$ cat src/hdl/banked_sram_pkg.sv
package banked_sram_pkg;

    ////////////////////////////////////////////////////////////
    // Memory geometry
    ////////////////////////////////////////////////////////////

    // Access ports with a write FIFO each
    localparam int NUM_PORTS = 4;

    // Interleaved banks of 4K words each
    localparam int NUM_BANKS     = 4;
    localparam int BANK_SEL_BITS = 2;

    // 16K words in total
    localparam int ADDR_BITS = 14;
    localparam int ROW_BITS  = ADDR_BITS - BANK_SEL_BITS;

    ////////////////////////////////////////////////////////////
    // Types
    ////////////////////////////////////////////////////////////

    typedef logic [31:0] word_t;

    // Word address seen either as one flat index or as row and bank
    // Bank sits in the low bits so that consecutive words interleave
    typedef union packed
    {
        logic [ADDR_BITS-1:0] flat;
        struct packed
        {
            logic [ROW_BITS-1:0]      row;
            logic [BANK_SEL_BITS-1:0] bank;
        } split;
    } mem_addr_u;

endpackage
$ cat src/hdl/write_fifo.sv
`timescale 1ns/10ps

module write_fifo
    import banked_sram_pkg::*;
#(
    parameter int FIFO_DEPTH = 4
)
(
    input  logic      clk,
    input  logic      reset,
    input  logic      push,
    input  mem_addr_u push_addr,
    input  word_t     push_data,
    input  logic      pop,
    output mem_addr_u head_addr,
    output word_t     head_data,
    output logic      not_empty,
    output logic      full
);

    localparam int PTR_BITS   = $clog2(FIFO_DEPTH);
    localparam int COUNT_BITS = $clog2(FIFO_DEPTH + 1);

    logic [ADDR_BITS-1:0]  addr_mem [FIFO_DEPTH];
    word_t                 data_mem [FIFO_DEPTH];
    logic [PTR_BITS-1:0]   wr_ptr;
    logic [PTR_BITS-1:0]   rd_ptr;
    logic [COUNT_BITS-1:0] count;
    logic                  do_push;
    logic                  do_pop;

    // Pointers wrap at the depth, which need not be a power of two
    function automatic logic [PTR_BITS-1:0] next_ptr(input logic [PTR_BITS-1:0] ptr);
        if (ptr == PTR_BITS'(FIFO_DEPTH - 1))
            return '0;
        return ptr + PTR_BITS'(1);
    endfunction

    // A push against a full FIFO is dropped
    assign do_push = push && !full;
    assign do_pop  = pop && not_empty;

    assign full      = (count == COUNT_BITS'(FIFO_DEPTH));
    assign not_empty = (count != '0);

    // Entry storage in flat address form
    always_ff @(posedge clk)
    begin
        if (do_push)
        begin
            addr_mem[wr_ptr] <= push_addr.flat;
            data_mem[wr_ptr] <= push_data;
        end
    end

    always_ff @(posedge clk or posedge reset)
    begin
        if (reset)
        begin
            wr_ptr <= '0;
            rd_ptr <= '0;
            count  <= '0;
        end
        else
        begin
            if (do_push)
                wr_ptr <= next_ptr(wr_ptr);
            if (do_pop)
                rd_ptr <= next_ptr(rd_ptr);
            case ({do_push, do_pop})
                2'b10:   count <= count + COUNT_BITS'(1);
                2'b01:   count <= count - COUNT_BITS'(1);
                default: count <= count;
            endcase
        end
    end

    // Head comes straight out of storage
    assign head_addr.flat = addr_mem[rd_ptr];
    assign head_data      = data_mem[rd_ptr];

endmodule

$ cat config.mk
export PLATFORM = sky130hd
export DESIGN_NAME = write_fifo
export DESIGN_NICKNAME = d
export VERILOG_FILES = /design/src/hdl/banked_sram_pkg.sv /design/src/hdl/write_fifo.sv
export SDC_FILE = /design/constraint.sdc
export NUM_CORES = 1
export LEC_CHECK = 0
export BUFFER_PORTS_ARGS = -buffer_cell sky130_fd_sc_hd__buf_2
export CAP_MARGIN = 20
export CORE_UTILIZATION = 64
export CTS_BUF_LIST = sky130_fd_sc_hd__clkbuf_2
export CTS_CLUSTER_DIAMETER = 200
export DETAILED_ROUTE_END_ITERATION = 8
export PLACE_DENSITY = 0.95
export SLEW_MARGIN = 30
export SYNTH_ARGS = -nofsm -noshare
export SYNTH_HDL_FRONTEND = slang
export SYNTH_SLANG_ARGS = --single-unit
export TNS_END_PERCENT = 1
$ cat constraint.sdc
create_clock -name clk -period 6.4 [get_ports clk]
set_input_delay 0 -clock clk [delete_from_list [all_inputs] [get_ports clk]]
set_output_delay 0 -clock clk [all_outputs]
set_load 0.03 [all_outputs]
==> metrics.cfg <==
[power_and_ir_drop]
p_leak_nw = 3.03
power_density_mw_per_mm2 = 441
vdd_drop_max_mv = 0.302

[sta]
slew_violations = 0
fmax_mhz = 402
setup_viol = 0
hold_violations = 0
fin_skew_ns = 0.0398
timing.hold.ws_ns = 0.0610
tightest_slew_ns = 0.701
slew-limit-headroom_pct = 53.3
finalSetupTns_ns = 0
finalCritPeriodShare_pct = 38.8
min_period_ns = 2.49
rsz0062_at_grt = false

[synth]
synth_top_area_share_pct = 78.0
ys_types = 20
async_flop_share_pct = 3.66
yosysMostFrequentCell = edfxtp_1
synthesis.nets = 338
synth_flop_cell = edfxtp_1
netlist_instances = 281
ys_ff_latch = 191
synth_area_leaders = edfxtp_1 (78%), mux4_2 (15%), dfrtp_1 (2.5%), ha_1 (1.1%), mux2_2 (0.64%)
synth_common_cells = edfxtp_1 (184), mux4_2 (46), inv_1 (8), dfrtp_1 (7), ha_1 (6)
yosysTopAreaCell = edfxtp_1
syn-cell-area_mm2 = 0.00708
syn_area_per_cell_um2 = 25.2
synth_enable_flop_cells = 184
synth-seq-area-share_pct = 80.5
yosys_warnings = 0

[worst_setup_path]
arrival_ns = 2.49
rrSetupSlack_ns = 4.33
r2r_end = count[2]
endpoint = head_data[15]
cp.depth = 3
cp_num_buf_inv = 2
cpPeakStageDelay_ns = 0.72
worstPathRequired_ns = 6.40
path_cells = buf_16, mux4_2, buf_2
timing.rr.start = count[0]
setup.worst_path.end_class = output pin
cp_slowest_cell = dfrtp_4
cp-start-kind = flop
worst-setup-path-type = reg -> out
crit_start = rd_ptr[0]
worstPathMaxFanout = 32
cp_top_family = flip-flops
reg2reg_depth = 9

[global_routing]
grt_usage_pct = 24.6
grt_pass1_wl_um = 19300
grt_pass1_vias = 3458
grt_max_degree = 50
antenna_found_initial = 1
grt_overflow_total = 0

[cts]
cts_max_level = 4
cts-root-buf = clkbuf_2
cts_buffers = 17
cts_tree = built
clk_pin_slew_ns = 0.23
clock_latency_ns = 0.70
numClockSinks = 191
clock_path_buffers = 2
cts_resized = 0

[route]
num_vias = 3509
ant_nets = 0
drcViolationCount = 0
routed_wl_um = 13600
drt_iter0_drc = 246
first_pass_iters = 4
wire_per_inst_um = 22.4
viasPerCell = 5.79

[run_status]
status = completed

[cells_and_area]
stdcell_count = 606
area_growth_pct = 21.5
drive_above_1_share_pct = 39.4
fin_nets = 511
design_area_mm2 = 0.00860

[placement]
post_dp_cell_area_mm2 = 0.00769
place.gp.congestion = 0.728
dp_cells = 508
dp.final_hpwl_um = 7350
numPortBuffers = 97

[floorplan]
die_h_um = 107
die_area_mm2 = 0.0115
fp-row-count = 38
start_util_pct = 65.6
coreArea_mm2 = 0.0108
die-width_um = 107
ios = 98

[min_path]
hp-class = in -> reg

[flow_run]
maxCapViolCount = 0

==> metal layers <==
| metal | routed length (µm) | vias up | global-route usage [%] |
|---|---|---|---|
| met5 | 0 | - | 0 |
| met4 | 260 | 0 | 10.3 |
| met3 | 732 | 21 | 5.41 |
| met2 | 7200 | 148 | 40.3 |
| met1 | 5390 | 1812 | 32.6 |
| li1 | - | 1528 | - |
==> cell usage in the layout, fill, tap and decap left out <==
master         netlist  final
clkinvlp_4           0      1
xnor2_1              1      1
ha_1                 6      6
inv_1                8      8
dlygate4sd3_1        0     66
edfxtp_1           184    184
buf_16               0      1
mux2_2               4      4
diode_2              0      1
clkinv_1             0      3
dfrtp_1              7      5
xor2_1               2      2
nor3b_2              1      1
fa_1                 1      1
mux4_2              46     46
dfrtp_4              0      2
buf_2                4     97
and2_4               0      4
mux2i_1              1      1
nor2b_2              1      1
nand2_1              1      1
bufinv_16            0      3
clkbuf_2             0     21
clkinv_2             0      2
nor2_1               3      3
or3_1                1      1
==> worst register-to-register path, cell delays in order, from the launching register on <==
cell and delay [ns]:
dfrtp_1 0.50, or3_1 0.41, nand2_1 0.20, inv_1 0.07
ha_1 0.20, inv_1 0.07, fa_1 0.18, xor2_1 0.15
nor2_1 0.07, xor2_1 0.15
==> power breakdown <==
part           total [mW]  internal (mW)  switching, mW  leakage (nW)
Sequential           1.83           1.66          0.172          1.77
Combinational        1.39          0.550          0.841          1.12
Clock               0.574          0.214          0.360         0.142
==> timing repair <==
item,CTS,global route
endpoints found under the hold margin,198,18
buffers inserted,0,0
hold buffers,60,6
==> cell type report <==
class / instances / area (µm²)
Clock inverter: 9 / 119
Sequential cell: 191 / 5710
Timing Repair Buffer: 164 / 1170
Tap cell: 140 / 175
Inverter: 8 / 30.0
Clock buffer: 21 / 105
Antenna cell: 1 / 2.50
Fill cell: 544 / 2190
Multi-Input combinational cell: 72 / 1290
==> kinds of logic (layout without fill, tap and decap cells) <==
group / Yosys count / count (layout) / share of synthesized area [%]
simple gates: 11 / 11 / 0.954
other cells: 0 / 1 / 0
flops: 191 / 191 / 80.5
fa+ha+maj: 7 / 7 / 1.34
buf+inv: 18 / 202 / 1.45
mux: 51 / 51 / 15.4
xor+xnor: 3 / 3 / 0.371
==> through the flow <==
stage	setup slack, ns	total power [mW]	util [%]
2_1_floorplan	4.03	2.83	-
3_3_place_gp	4.22	3.14	71.2
3_5_place_dp	4.40	3.19	71.2
4_1_cts	3.65	3.77	78.9
5_1_grt	3.74	3.96	79.7
6_report	3.91	3.80	79.7
==> flip-flops by register name, summed over array words and instances (netlist names) <==
signal,count
addr_mem,56
data_mem,128
count,3
rd_ptr,2
wr_ptr,2
==> how the worst min path moves through the flow <==
stage | end | from | cells past startpoint | slack (ns)
6_report | addr_mem[3][13] | push_addr[13] | 2 | 0.06
5_1_grt | addr_mem[3][13] | push_addr[13] | 2 | 0.01
4_1_cts | addr_mem[3][9] | push_addr[9] | 2 | 0.001
3_5_place_dp | count[1] | reset | 2 | -0.05
3_3_place_gp | count[1] | reset | 2 | -0.07
2_1_floorplan | count[0] | reset | 1 | -0.20
No activity file was read; power rests on OpenSTA's default activity.
