==> src/hdl/banked_sram_pkg.sv <==
package banked_sram_pkg;

    ////////////////////////////////////////////////////////////
    // Memory geometry
    ////////////////////////////////////////////////////////////

    // Access ports with a write FIFO each
    localparam int NUM_PORTS = 4;

    // Interleaved banks of 4K words each
    localparam int NUM_BANKS     = 4;
    localparam int BANK_SEL_BITS = 2;

    // 16K words in total
    localparam int ADDR_BITS = 14;
    localparam int ROW_BITS  = ADDR_BITS - BANK_SEL_BITS;

    ////////////////////////////////////////////////////////////
    // Types
    ////////////////////////////////////////////////////////////

    typedef logic [31:0] word_t;

    // Word address seen either as one flat index or as row and bank
    // Bank sits in the low bits so that consecutive words interleave
    typedef union packed
    {
        logic [ADDR_BITS-1:0] flat;
        struct packed
        {
            logic [ROW_BITS-1:0]      row;
            logic [BANK_SEL_BITS-1:0] bank;
        } split;
    } mem_addr_u;

endpackage
==> src/hdl/bank_arbiter.sv <==
`timescale 1ns/10ps

module bank_arbiter
    import banked_sram_pkg::*;
(
    input  mem_addr_u            head_addr [NUM_PORTS],
    input  word_t                head_data [NUM_PORTS],
    input  logic [NUM_PORTS-1:0] not_empty,
    input  logic [NUM_BANKS-1:0] pending,
    output logic [NUM_PORTS-1:0] pop,
    output logic [NUM_BANKS-1:0] bank_load,
    output logic [ROW_BITS-1:0]  bank_row [NUM_BANKS],
    output word_t                bank_data [NUM_BANKS],
    output logic                 busy
);

    // req[b][p] is set when port p holds a head aimed at bank b
    logic [NUM_PORTS-1:0] req   [NUM_BANKS];
    logic [NUM_PORTS-1:0] grant [NUM_BANKS];

    ////////////////////////////////////////////////////////////
    // Request matrix
    ////////////////////////////////////////////////////////////

    always_comb
    begin
        for (int b = 0; b < NUM_BANKS; b++)
        begin
            for (int p = 0; p < NUM_PORTS; p++)
            begin
                req[b][p] = not_empty[p]
                    && (head_addr[p].split.bank == BANK_SEL_BITS'(b));
            end
        end
    end

    ////////////////////////////////////////////////////////////
    // Fixed priority with port 0 highest
    ////////////////////////////////////////////////////////////

    // Isolate the lowest set request bit of every bank
    always_comb
    begin
        for (int b = 0; b < NUM_BANKS; b++)
        begin
            grant[b] = req[b] & (~req[b] + NUM_PORTS'(1));
        end
    end

    // Winner's row and data go to the bank write register
    always_comb
    begin
        for (int b = 0; b < NUM_BANKS; b++)
        begin
            bank_load[b] = |req[b];
            bank_row[b]  = '0;
            bank_data[b] = '0;
            for (int p = 0; p < NUM_PORTS; p++)
            begin
                if (grant[b][p])
                begin
                    bank_row[b]  = head_addr[p].split.row;
                    bank_data[b] = head_data[p];
                end
            end
        end
    end

    // A head targets exactly one bank, so a port is granted at most once
    // Losers keep their head and try again next cycle
    always_comb
    begin
        pop = '0;
        for (int b = 0; b < NUM_BANKS; b++)
        begin
            pop = pop | grant[b];
        end
    end

    ////////////////////////////////////////////////////////////
    // Activity
    ////////////////////////////////////////////////////////////

    // Low only once every queued and registered write has landed
    assign busy = (|not_empty) || (|pending);

endmodule

==> config.mk <==
export PLATFORM = sky130hd
export DESIGN_NAME = bank_arbiter
export DESIGN_NICKNAME = d
export VERILOG_FILES = /design/src/hdl/banked_sram_pkg.sv /design/src/hdl/bank_arbiter.sv
export SDC_FILE = /design/constraint.sdc
export NUM_CORES = 1
export LEC_CHECK = 0
export BUFFER_PORTS_ARGS = -buffer_cell sky130_fd_sc_hd__buf_2
export CAP_MARGIN = 30
export CORE_AREA = 5 5 142 144
export DETAILED_ROUTE_END_ITERATION = 8
export DIE_AREA = 0 0 147 149
export PLACE_DENSITY = 0.77
export SETUP_SLACK_MARGIN = 0.3
export SYNTH_ARGS = -nofsm -noshare
export SYNTH_HDL_FRONTEND = slang
export SYNTH_SLANG_ARGS = --single-unit
==> constraint.sdc <==
create_clock -name vclk -period 1.3
set_input_delay 0.13 -clock vclk [all_inputs]
set_output_delay 0.13 -clock vclk [all_outputs]
set_load 0.05 [all_outputs]
==> results of run 1 <==
kinds of logic after synthesis:
| group | after synthesis |
|---|---|
| AO/OA/AOI/OAI | 353 |
| AND/OR/NAND/NOR | 403 |
| buffers and inverters | 156 |
| XOR/XNOR | 2 |
what timing repair did:
item,4_1_cts
setup buffers,36
gates cloned,23
gates resized for setup,607
setup endpoints to repair,184
pin swaps,44
per-stage QoR:
step / setup slack [ns] / TNS, ns / cell area, µm²
after floorplan: -0.395 / -60.12 / 11100
after global placement: -0.628 / -98.74 / 14000
after detailed placement: -0.641 / -102.66 / 14000
after CTS: -0.466 / -67.51 / 17700
==> out/metrics.csv, run 1 <==
stage,metric,value,unit
synth,synthCells,914,
placed_design,hpwl,30700,µm
synth,synthSimpleGateAreaFrac,42.1,%
placed_design,gp_congestion,0.909,
synth,syn_nets,1106,
global_routing,grt_max_degree,89,
synth,synth_top_cells_by_count,"176 x nor2_1, 172 x a311oi_1, 172 x o2bb2ai_1, 102 x clkbuf_1, 91 x and4b_1",
synth,synthAdderAreaFrac,0,%
cts,hold_buffers,0,
floorplanning,die_y,149,µm
synth,synth_xor_area_share,0.264,%
synth,yosys_warnings,0,
floorplanning,initial_core_util,35.8,%
synth,avgSynthCellArea,7.27,µm²
status,tool.error,"[ERROR DPL-0038] Utilization greater than 100%, impossible to legalize",
synth,synth_top_family_by_area,compound AO/OA/AOI/OAI gates,
synth,ys_seq_area_share,0,%
placed_design,port_buffers,377,
floorplanning,dieWidth,147,µm
floorplanning,ioPinCount,377,
synth,post-synth-top-area-cell,a311oi_1,
synth,synth_compound_area_share,46.3,%
synth,yosysMostFrequentCell,nor2_1,
sta,worst-ep-kind,primary output,
synth,synth_cell_types,36,
status,haltStage,5_1_grt,
floorplanning,rows,50,
status,outcome,stopped before the end,
synth,synthTopCellsByArea,"a311oi_1 23%, o2bb2ai_1 23%, and4b_1 14%, nor2_1 9.9%, nor4bb_1 6.8%",
synth,synth_top_area_share,22.7,%
synth,syn-cell-area,6650,µm²
placed_design,placed_cells,1516,
sta,worst_endpoint,bank_row[46],
synth,synth.area.mux_share,0,%
==> run 2: changes to the inputs <==
--- a/config.mk
+++ b/config.mk
@@ -7,11 +7,10 @@
 export LEC_CHECK = 0
 export BUFFER_PORTS_ARGS = -buffer_cell sky130_fd_sc_hd__buf_2
 export CAP_MARGIN = 30
-export CORE_AREA = 5 5 142 144
+export CORE_AREA = 5 5 161 163
 export DETAILED_ROUTE_END_ITERATION = 8
-export DIE_AREA = 0 0 147 149
-export PLACE_DENSITY = 0.77
-export SETUP_SLACK_MARGIN = 0.3
+export DIE_AREA = 0 0 166 168
+export PLACE_DENSITY_LB_ADDON = 0.15
 export SYNTH_ARGS = -nofsm -noshare
 export SYNTH_HDL_FRONTEND = slang
 export SYNTH_SLANG_ARGS = --single-unit
==> constraint.sdc (replaced) <==
create_clock -name vclk -period 1.7
set_input_delay 0.17 -clock vclk [all_inputs]
set_output_delay 0.17 -clock vclk [all_outputs]
set_load 0.05 [all_outputs]
==> run 2 against run 1 <==
The flow now finishes, with violations (negative setup slack). Synthesized cell count unchanged. Area after synthesis unchanged.
==> out/metrics.csv, run 2 <==
stage,metric,value,unit,change
floorplanning,die_y,168,µm,+13%
sta,relSlewSlack,69.0,%,
cells_and_area,nets,1571,,
sta,setup_ws,-0.146,ns,
worst_setup_path,worstPathMaxFanout,18,,
cells_and_area,stdcell_count,1703,,
global_routing,grt_pass1_vias,11788,,
cells_and_area,nFlopsAndLatches,0,,
pwr,ir_drop,0.259,mV,
hold_path,min_path_type,primary input to output pin,,
worst_setup_path,cp_cell_sequence,buf_8 > or3b_4 > buf_12 > a311oi_4 > buf_4 > o2bb2ai_4 > buf_6,,
flow_run,drv_cap,0,,
sta,finalHoldViolations,0,,
worst_setup_path,start_kind,primary input,,
global_routing,antenna_found_initial,3,,
global_routing,grt_pass1_wl,72000,µm,
pwr,p_int,2750,µW,
pwr,power.leakage,0.00675,µW,
drt,drt-initial-drc-count,1033,,
floorplanning,initial_core_util,27.5,%,-8.3 points
worst_setup_path,slowest_delay,0.46,ns,
cts,hold_buffers,0,,unchanged
synth,syn-cell-area,6650,µm²,unchanged
cells_and_area,final_common_cell,buf_2,,
drt,drc,0,,
worst_setup_path,path_class,primary input to output pin,,
drt,dr.pass1.iters,8,,
synth,syn_nets,1106,,unchanged
cells_and_area,layout_common_cells,"187 x buf_2, 176 x nor2_1, 144 x o2bb2ai_4",,
synth,avgSynthCellArea,7.27,µm²,unchanged
pwr,p_sw,3750,µW,
status,outcome,"finished, violations left",,
placed_design,gp_congestion,0.858,,-5.6%
drt,routedWlPerCell,30.0,µm,
pwr,powerDensity,372,nW/µm²,
sta,period_minus_slack,1.85,ns,
pwr,swShare,57.7,%,
pwr,combPwrFrac,100.0,%,
synth,synthCells,914,,unchanged
cells_and_area,area_growth,163,%,
worst_setup_path,arrival,1.68,ns,
pwr,pwr-share-clk,0,%,
cells_and_area,regArea,0,µm²,
pwr,p_seq_share,0,%,
placed_design,placed_cells,1642,,+8.3%
sta,drv_slew,0,,
floorplanning,dieArea,27900,µm²,
drt,routed_wl,51000,µm,
global_routing,grt_max_degree,69,,
floorplanning,core_area,24200,µm²,
hold_path,holdPathEnd,busy,,
global_routing,grt-ovfl-total,0,,
placed_design,post_dp_cell_area,12700,µm²,-9.2%
synth,synthTopCellsByArea,"a311oi_1 23%, o2bb2ai_1 23%, and4b_1 14%, nor2_1 9.9%, nor4bb_1 6.8%",,
drt,vias,11537,,
floorplanning,dieWidth,166,µm,+13%
drt,antenna_left,0,,
global_routing,grt_usage,31.5,%,
synth,synth_cell_types,36,,unchanged
sta,grt_setup_unrepaired,true,,
sta,setup-violations-final,143,,
synth,post-synth-top-area-cell,a311oi_1,,
placed_design,port_buffers,377,,unchanged
worst_setup_path,endpoint_kind,output pin,,
synth,synth_top_cells_by_count,"176 x nor2_1, 172 x a311oi_1, 172 x o2bb2ai_1, 102 x clkbuf_1, 91 x and4b_1",,
sta,clock.fmax,542,MHz,
sta,fin_crit_sh,109,%,
floorplanning,rows,57,,+14%
cells_and_area,layout-drive-gt1-share,72.1,%,
drt,routed_via_density,6.77,,
cells_and_area,clkbuf_count,0,,
synth,yosys_warnings,0,,unchanged
synth,ys_seq_area_share,0,%,unchanged
worst_setup_path,required,1.53,ns,
hold_path,hp-start,pending[2],,
hold_path,whs_path_depth,4,,
synth,yosysMostFrequentCell,nor2_1,,
placed_design,hpwl,30400,µm,-0.96%
sta,worst_pin_slew,0.459,ns,
synth,synth_top_area_share,22.7,%,unchanged
cells_and_area,stdcell_area,17500,µm²,
status,violations,negative setup slack,,
floorplanning,ioPinCount,377,,unchanged
worst_setup_path,cp_slowest_cell,or3b_4,,
==> run 2: final cells by class <==
class                           count  area, µm²
Fill cell                        1559       6700
Inverter                            2       7.51
Antenna cell                        2       5.00
Timing Repair Buffer              617       6540
Tap cell                          324        405
Multi-Input combinational cell    758      10500
==> run 2: worst max path at each step <==
stage	start	endpoint	slack, ns
CTS	head_addr[28]	bank_data[121]	-0.17
global placement	head_addr[29]	bank_data[104]	-0.44
global route	head_addr[28]	bank_data[104]	-0.18
floorplan	not_empty[0]	bank_row[34]	-0.09
detailed placement	head_addr[29]	bank_row[45]	-0.44
finish	head_addr[28]	bank_data[104]	-0.15
==> run 2: logic make-up after synthesis <==
kind of cell,synth area share [%]
AOI/OAI and AO/OA,46.3
xor gates and xnor gates,0.264
buffers and inverters,11.3
and+or+nand+nor,42.1
==> run 2: power by group through the flow <==
stage | Sequential, µW | Clock (µW) | Combinational, µW
2_1_floorplan | 0 | 0 | 3120
3_3_place_gp | 0 | 0 | 4780
3_5_place_dp | 0 | 0 | 4810
4_1_cts | 0 | 0 | 5900
5_1_grt | 0 | 0.000158 | 6680
6_report | 0 | 0.000159 | 6500
==> run 2: worst max-delay path: cells and delay by family <==
| family | cells | cell delay, ns |
|---|---|---|
| buf+inv | 4 | 0.64 |
| compound gates | 2 | 0.38 |
| simple gates | 1 | 0.46 |
==> run 2: layer usage <==
metal  track usage [%]  vias to the layer above  routed length, µm
met2              56.4                      769              25300
met3              5.04                      166               4020
met5                 0                        -                 13
li1                  -                     4868                  -
met1              38.9                     5732              19600
met4              9.22                        2               2100
==> run 2: timing repair <==
action / in CTS / in global routing
setup buffers: 22 / 13
cloned: 19 / 13
endpoints found under the setup margin: 179 / 178
gates resized for setup: 579 / 229
pin swaps: 33 / 35
==> run 2: per-stage QoR <==
stage	utilization [%]	power [µW]	hold WS [ns]	TNS, ns	worst slack [ns]
final	72.3	6500	0.739	-6.49	-0.146
after global routing	72.3	6680	0.761	-13.88	-0.175
after CTS	65.5	5900	0.740	-10.10	-0.166
after detailed placement	52.4	4810	0.737	-40.92	-0.444
after global placement	52.4	4790	0.736	-40.30	-0.444
after floorplan	-	3120	0.529	-0.435	-0.0899
No activity file was read; power rests on OpenSTA's default activity.
==> run 3: changes to the inputs <==
--- a/config.mk
+++ b/config.mk
@@ -6,7 +6,7 @@
 export NUM_CORES = 1
 export LEC_CHECK = 0
 export BUFFER_PORTS_ARGS = -buffer_cell sky130_fd_sc_hd__buf_2
-export CAP_MARGIN = 30
+export CAP_MARGIN = 20
 export CORE_AREA = 5 5 161 163
 export DETAILED_ROUTE_END_ITERATION = 8
 export DIE_AREA = 0 0 166 168
==> constraint.sdc (replaced) <==
create_clock -name vclk -period 1.7
set_input_delay 0.34 -clock vclk [all_inputs]
set_output_delay 0.34 -clock vclk [all_outputs]
set_load 0.05 [all_outputs]
==> run 3 against run 2 <==
Hold slack gained 0.26 ns. Cell count shrank 0.70%. Core utilization rose by 7.0 points. Final area rose by 9.6%. Largest cell class unchanged. Maximum frequency is 17% lower. Setup slack worse by 0.38 ns. Sequential share of layout area stayed put. The run still ends with negative setup slack left. Via count shrank 1.0%.
==> out/metrics.csv, run 3 (synthesized netlist as in run 2, its figures left out) <==
stage,metric,value,unit,change
status,violations,negative setup slack,,
drt,dr.pass1.iters,5,,-3
drt,wl_met2,25400,µm,+0.43%
placed_design,placed_cells,1605,,-2.3%
floorplanning,core_area,24200,µm²,unchanged
sta,fin_crit_sh,131,%,+22 points
sta,holdWs,1.00,ns,+0.263 ns
drt,wl_met3,3420,µm,-15%
sta,worst_pin_slew,0.540,ns,+0.0810 ns
drt,routedWlPerCell,30.3,µm,+1.0%
sta,clock.fmax,449,MHz,-17%
global_routing,grt-ovfl-total,0,,unchanged
sta,setup_ws,-0.528,ns,-0.382 ns
cells_and_area,fin_util,79.2,%,+7.0 points
drt,routed_wl,51200,µm,+0.32%
pwr,powerDensity,358,nW/µm²,-3.9%
floorplanning,die_y,168,µm,unchanged
cells_and_area,layout_common_cells,"181 x buf_2, 172 x o2bb2ai_4, 138 x nor2_1",,
floorplanning,dieWidth,166,µm,unchanged
cells_and_area,regArea,0,µm²,unchanged
worst_setup_path,worstPathMaxFanout,6,,-12
drt,drt-initial-drc-count,875,,-15%
worst_setup_path,endpoint_kind,output pin,,
cells_and_area,final_common_cell,buf_2,,
drt,top_layer,met5,,
worst_setup_path,arrival,1.89,ns,+0.21 ns
sta,drv_slew,0,,unchanged
placed_design,port_buffers,377,,unchanged
global_routing,grt_pass1_vias,11643,,-1.2%
global_routing,grt_max_degree,48,,-30%
floorplanning,initial_core_util,27.5,%,unchanged
worst_setup_path,critPathBufInv,4,,unchanged
worst_setup_path,start_kind,primary input,,
cells_and_area,nFlopsAndLatches,0,,unchanged
cells_and_area,stdcell_count,1691,,-0.70%
status,outcome,"finished, violations left",,
hold_path,min_path_type,primary input to output pin,,
flow_run,drv_cap,0,,unchanged
cells_and_area,clkbuf_count,0,,unchanged
global_routing,antenna_found_initial,6,,+3
worst_setup_path,path_class,primary input to output pin,,
global_routing,grt_pass1_wl,73600,µm,+2.3%
worst_setup_path,cp_common_cell,buf_12,,
sta,grt_setup_unrepaired,true,,
cells_and_area,nets,1556,,-0.95%
floorplanning,dieArea,27900,µm²,unchanged
worst_setup_path,required,1.36,ns,-0.17 ns
worst_setup_path,slowest_delay,0.47,ns,about the same
floorplanning,rows,57,,unchanged
placed_design,hpwl,31800,µm,+4.7%
sta,period_minus_slack,2.23,ns,+0.382 ns
cells_and_area,area_growth,188,%,
pwr,power.leakage,0.00712,µW,+5.6%
sta,finalHoldViolations,0,,unchanged
cells_and_area,fill_cells,1335,,-14%
drt,drc,0,,unchanged
worst_setup_path,cp_slowest_cell,or3b_4,,
global_routing,grt_usage,32.5,%,+1.0 points
sta,relSlewSlack,63.5,%,-5.5 points
drt,met1_length,20500,µm,+4.8%
drt,vias,11419,,-1.0%
cells_and_area,layout-drive-gt1-share,76.9,%,+4.8 points
placed_design,gp_congestion,0.880,,+2.6%
worst_setup_path,cp_cell_sequence,buf_12 > or3b_4 > buf_12 > buf_16 > a311oi_4 > o2bb2ai_4 > buf_8,,
sta,setup-violations-final,182,,+27%
pwr,ir_drop,0.337,mV,+30%
cells_and_area,multiInputGateArea,11900,µm²,+13%
drt,antenna_left,0,,unchanged
worst_setup_path,cp_top_family,buffers and inverters,,
drt,routed_via_density,6.75,,-0.32%
floorplanning,ioPinCount,377,,unchanged
-- run 3: changes by cell type in the layout (fill, tap and decap cells not counted), sizes merged --
cell | before | now
buf | 602 | 594
bufbuf | 1 | 2
clkbuf | 14 | 6
diode | 2 | 5
-- run 3: stage by stage --
step / cell area (µm²) / setup WS [ns] / TNS, ns / total power (µW)
after floorplan: 11100 / -0.415 / -63.15 / 3490
after global placement: 14300 / -0.588 / -92.29 / 5090
after detailed placement: 14300 / -0.653 / -95.17 / 5120
after CTS: 18000 / -0.450 / -65.23 / 6380
after global routing: 19200 / -0.581 / -77.19 / 7040
final: 19200 / -0.528 / -70.65 / 6860
-- run 3: worst paths after layout --
kind                      start              to  slack, ns  cells past startpoint
setup / recovery  head_addr[28]  bank_data[117]      -0.53                      7
hold / removal     not_empty[0]          pop[0]       1.00                      2
-- run 3: final cells by class --
class / instances / share of cell area (%)
well taps: 324 / 2.12
multi-input cells: 758 / 62.0
inverters: 2 / 0.0392
repair buffers: 602 / 35.8
diodes: 5 / 0.0653
-- run 3: where the power goes --
part | switching, µW | internal (µW) | leakage, µW
registers | 0 | 0 | 0
logic | 3930 | 2920 | 0.00712
clock network | 0 | 0.000394 | 0.0000000317
-- run 3: timing repair --
action,CTS,global route
endpoints found under the setup margin,184,183
resized for setup,615,202
hold buffers,0,0
gates cloned,21,6
pin swaps,59,64
setup buffers,45,29
-- run 3: per-layer routing --
layer	track usage, %	up-vias
li1	-	4864
met1	42.2	5795
met2	57.0	624
met3	3.87	134
met4	8.93	2
met5	0	-
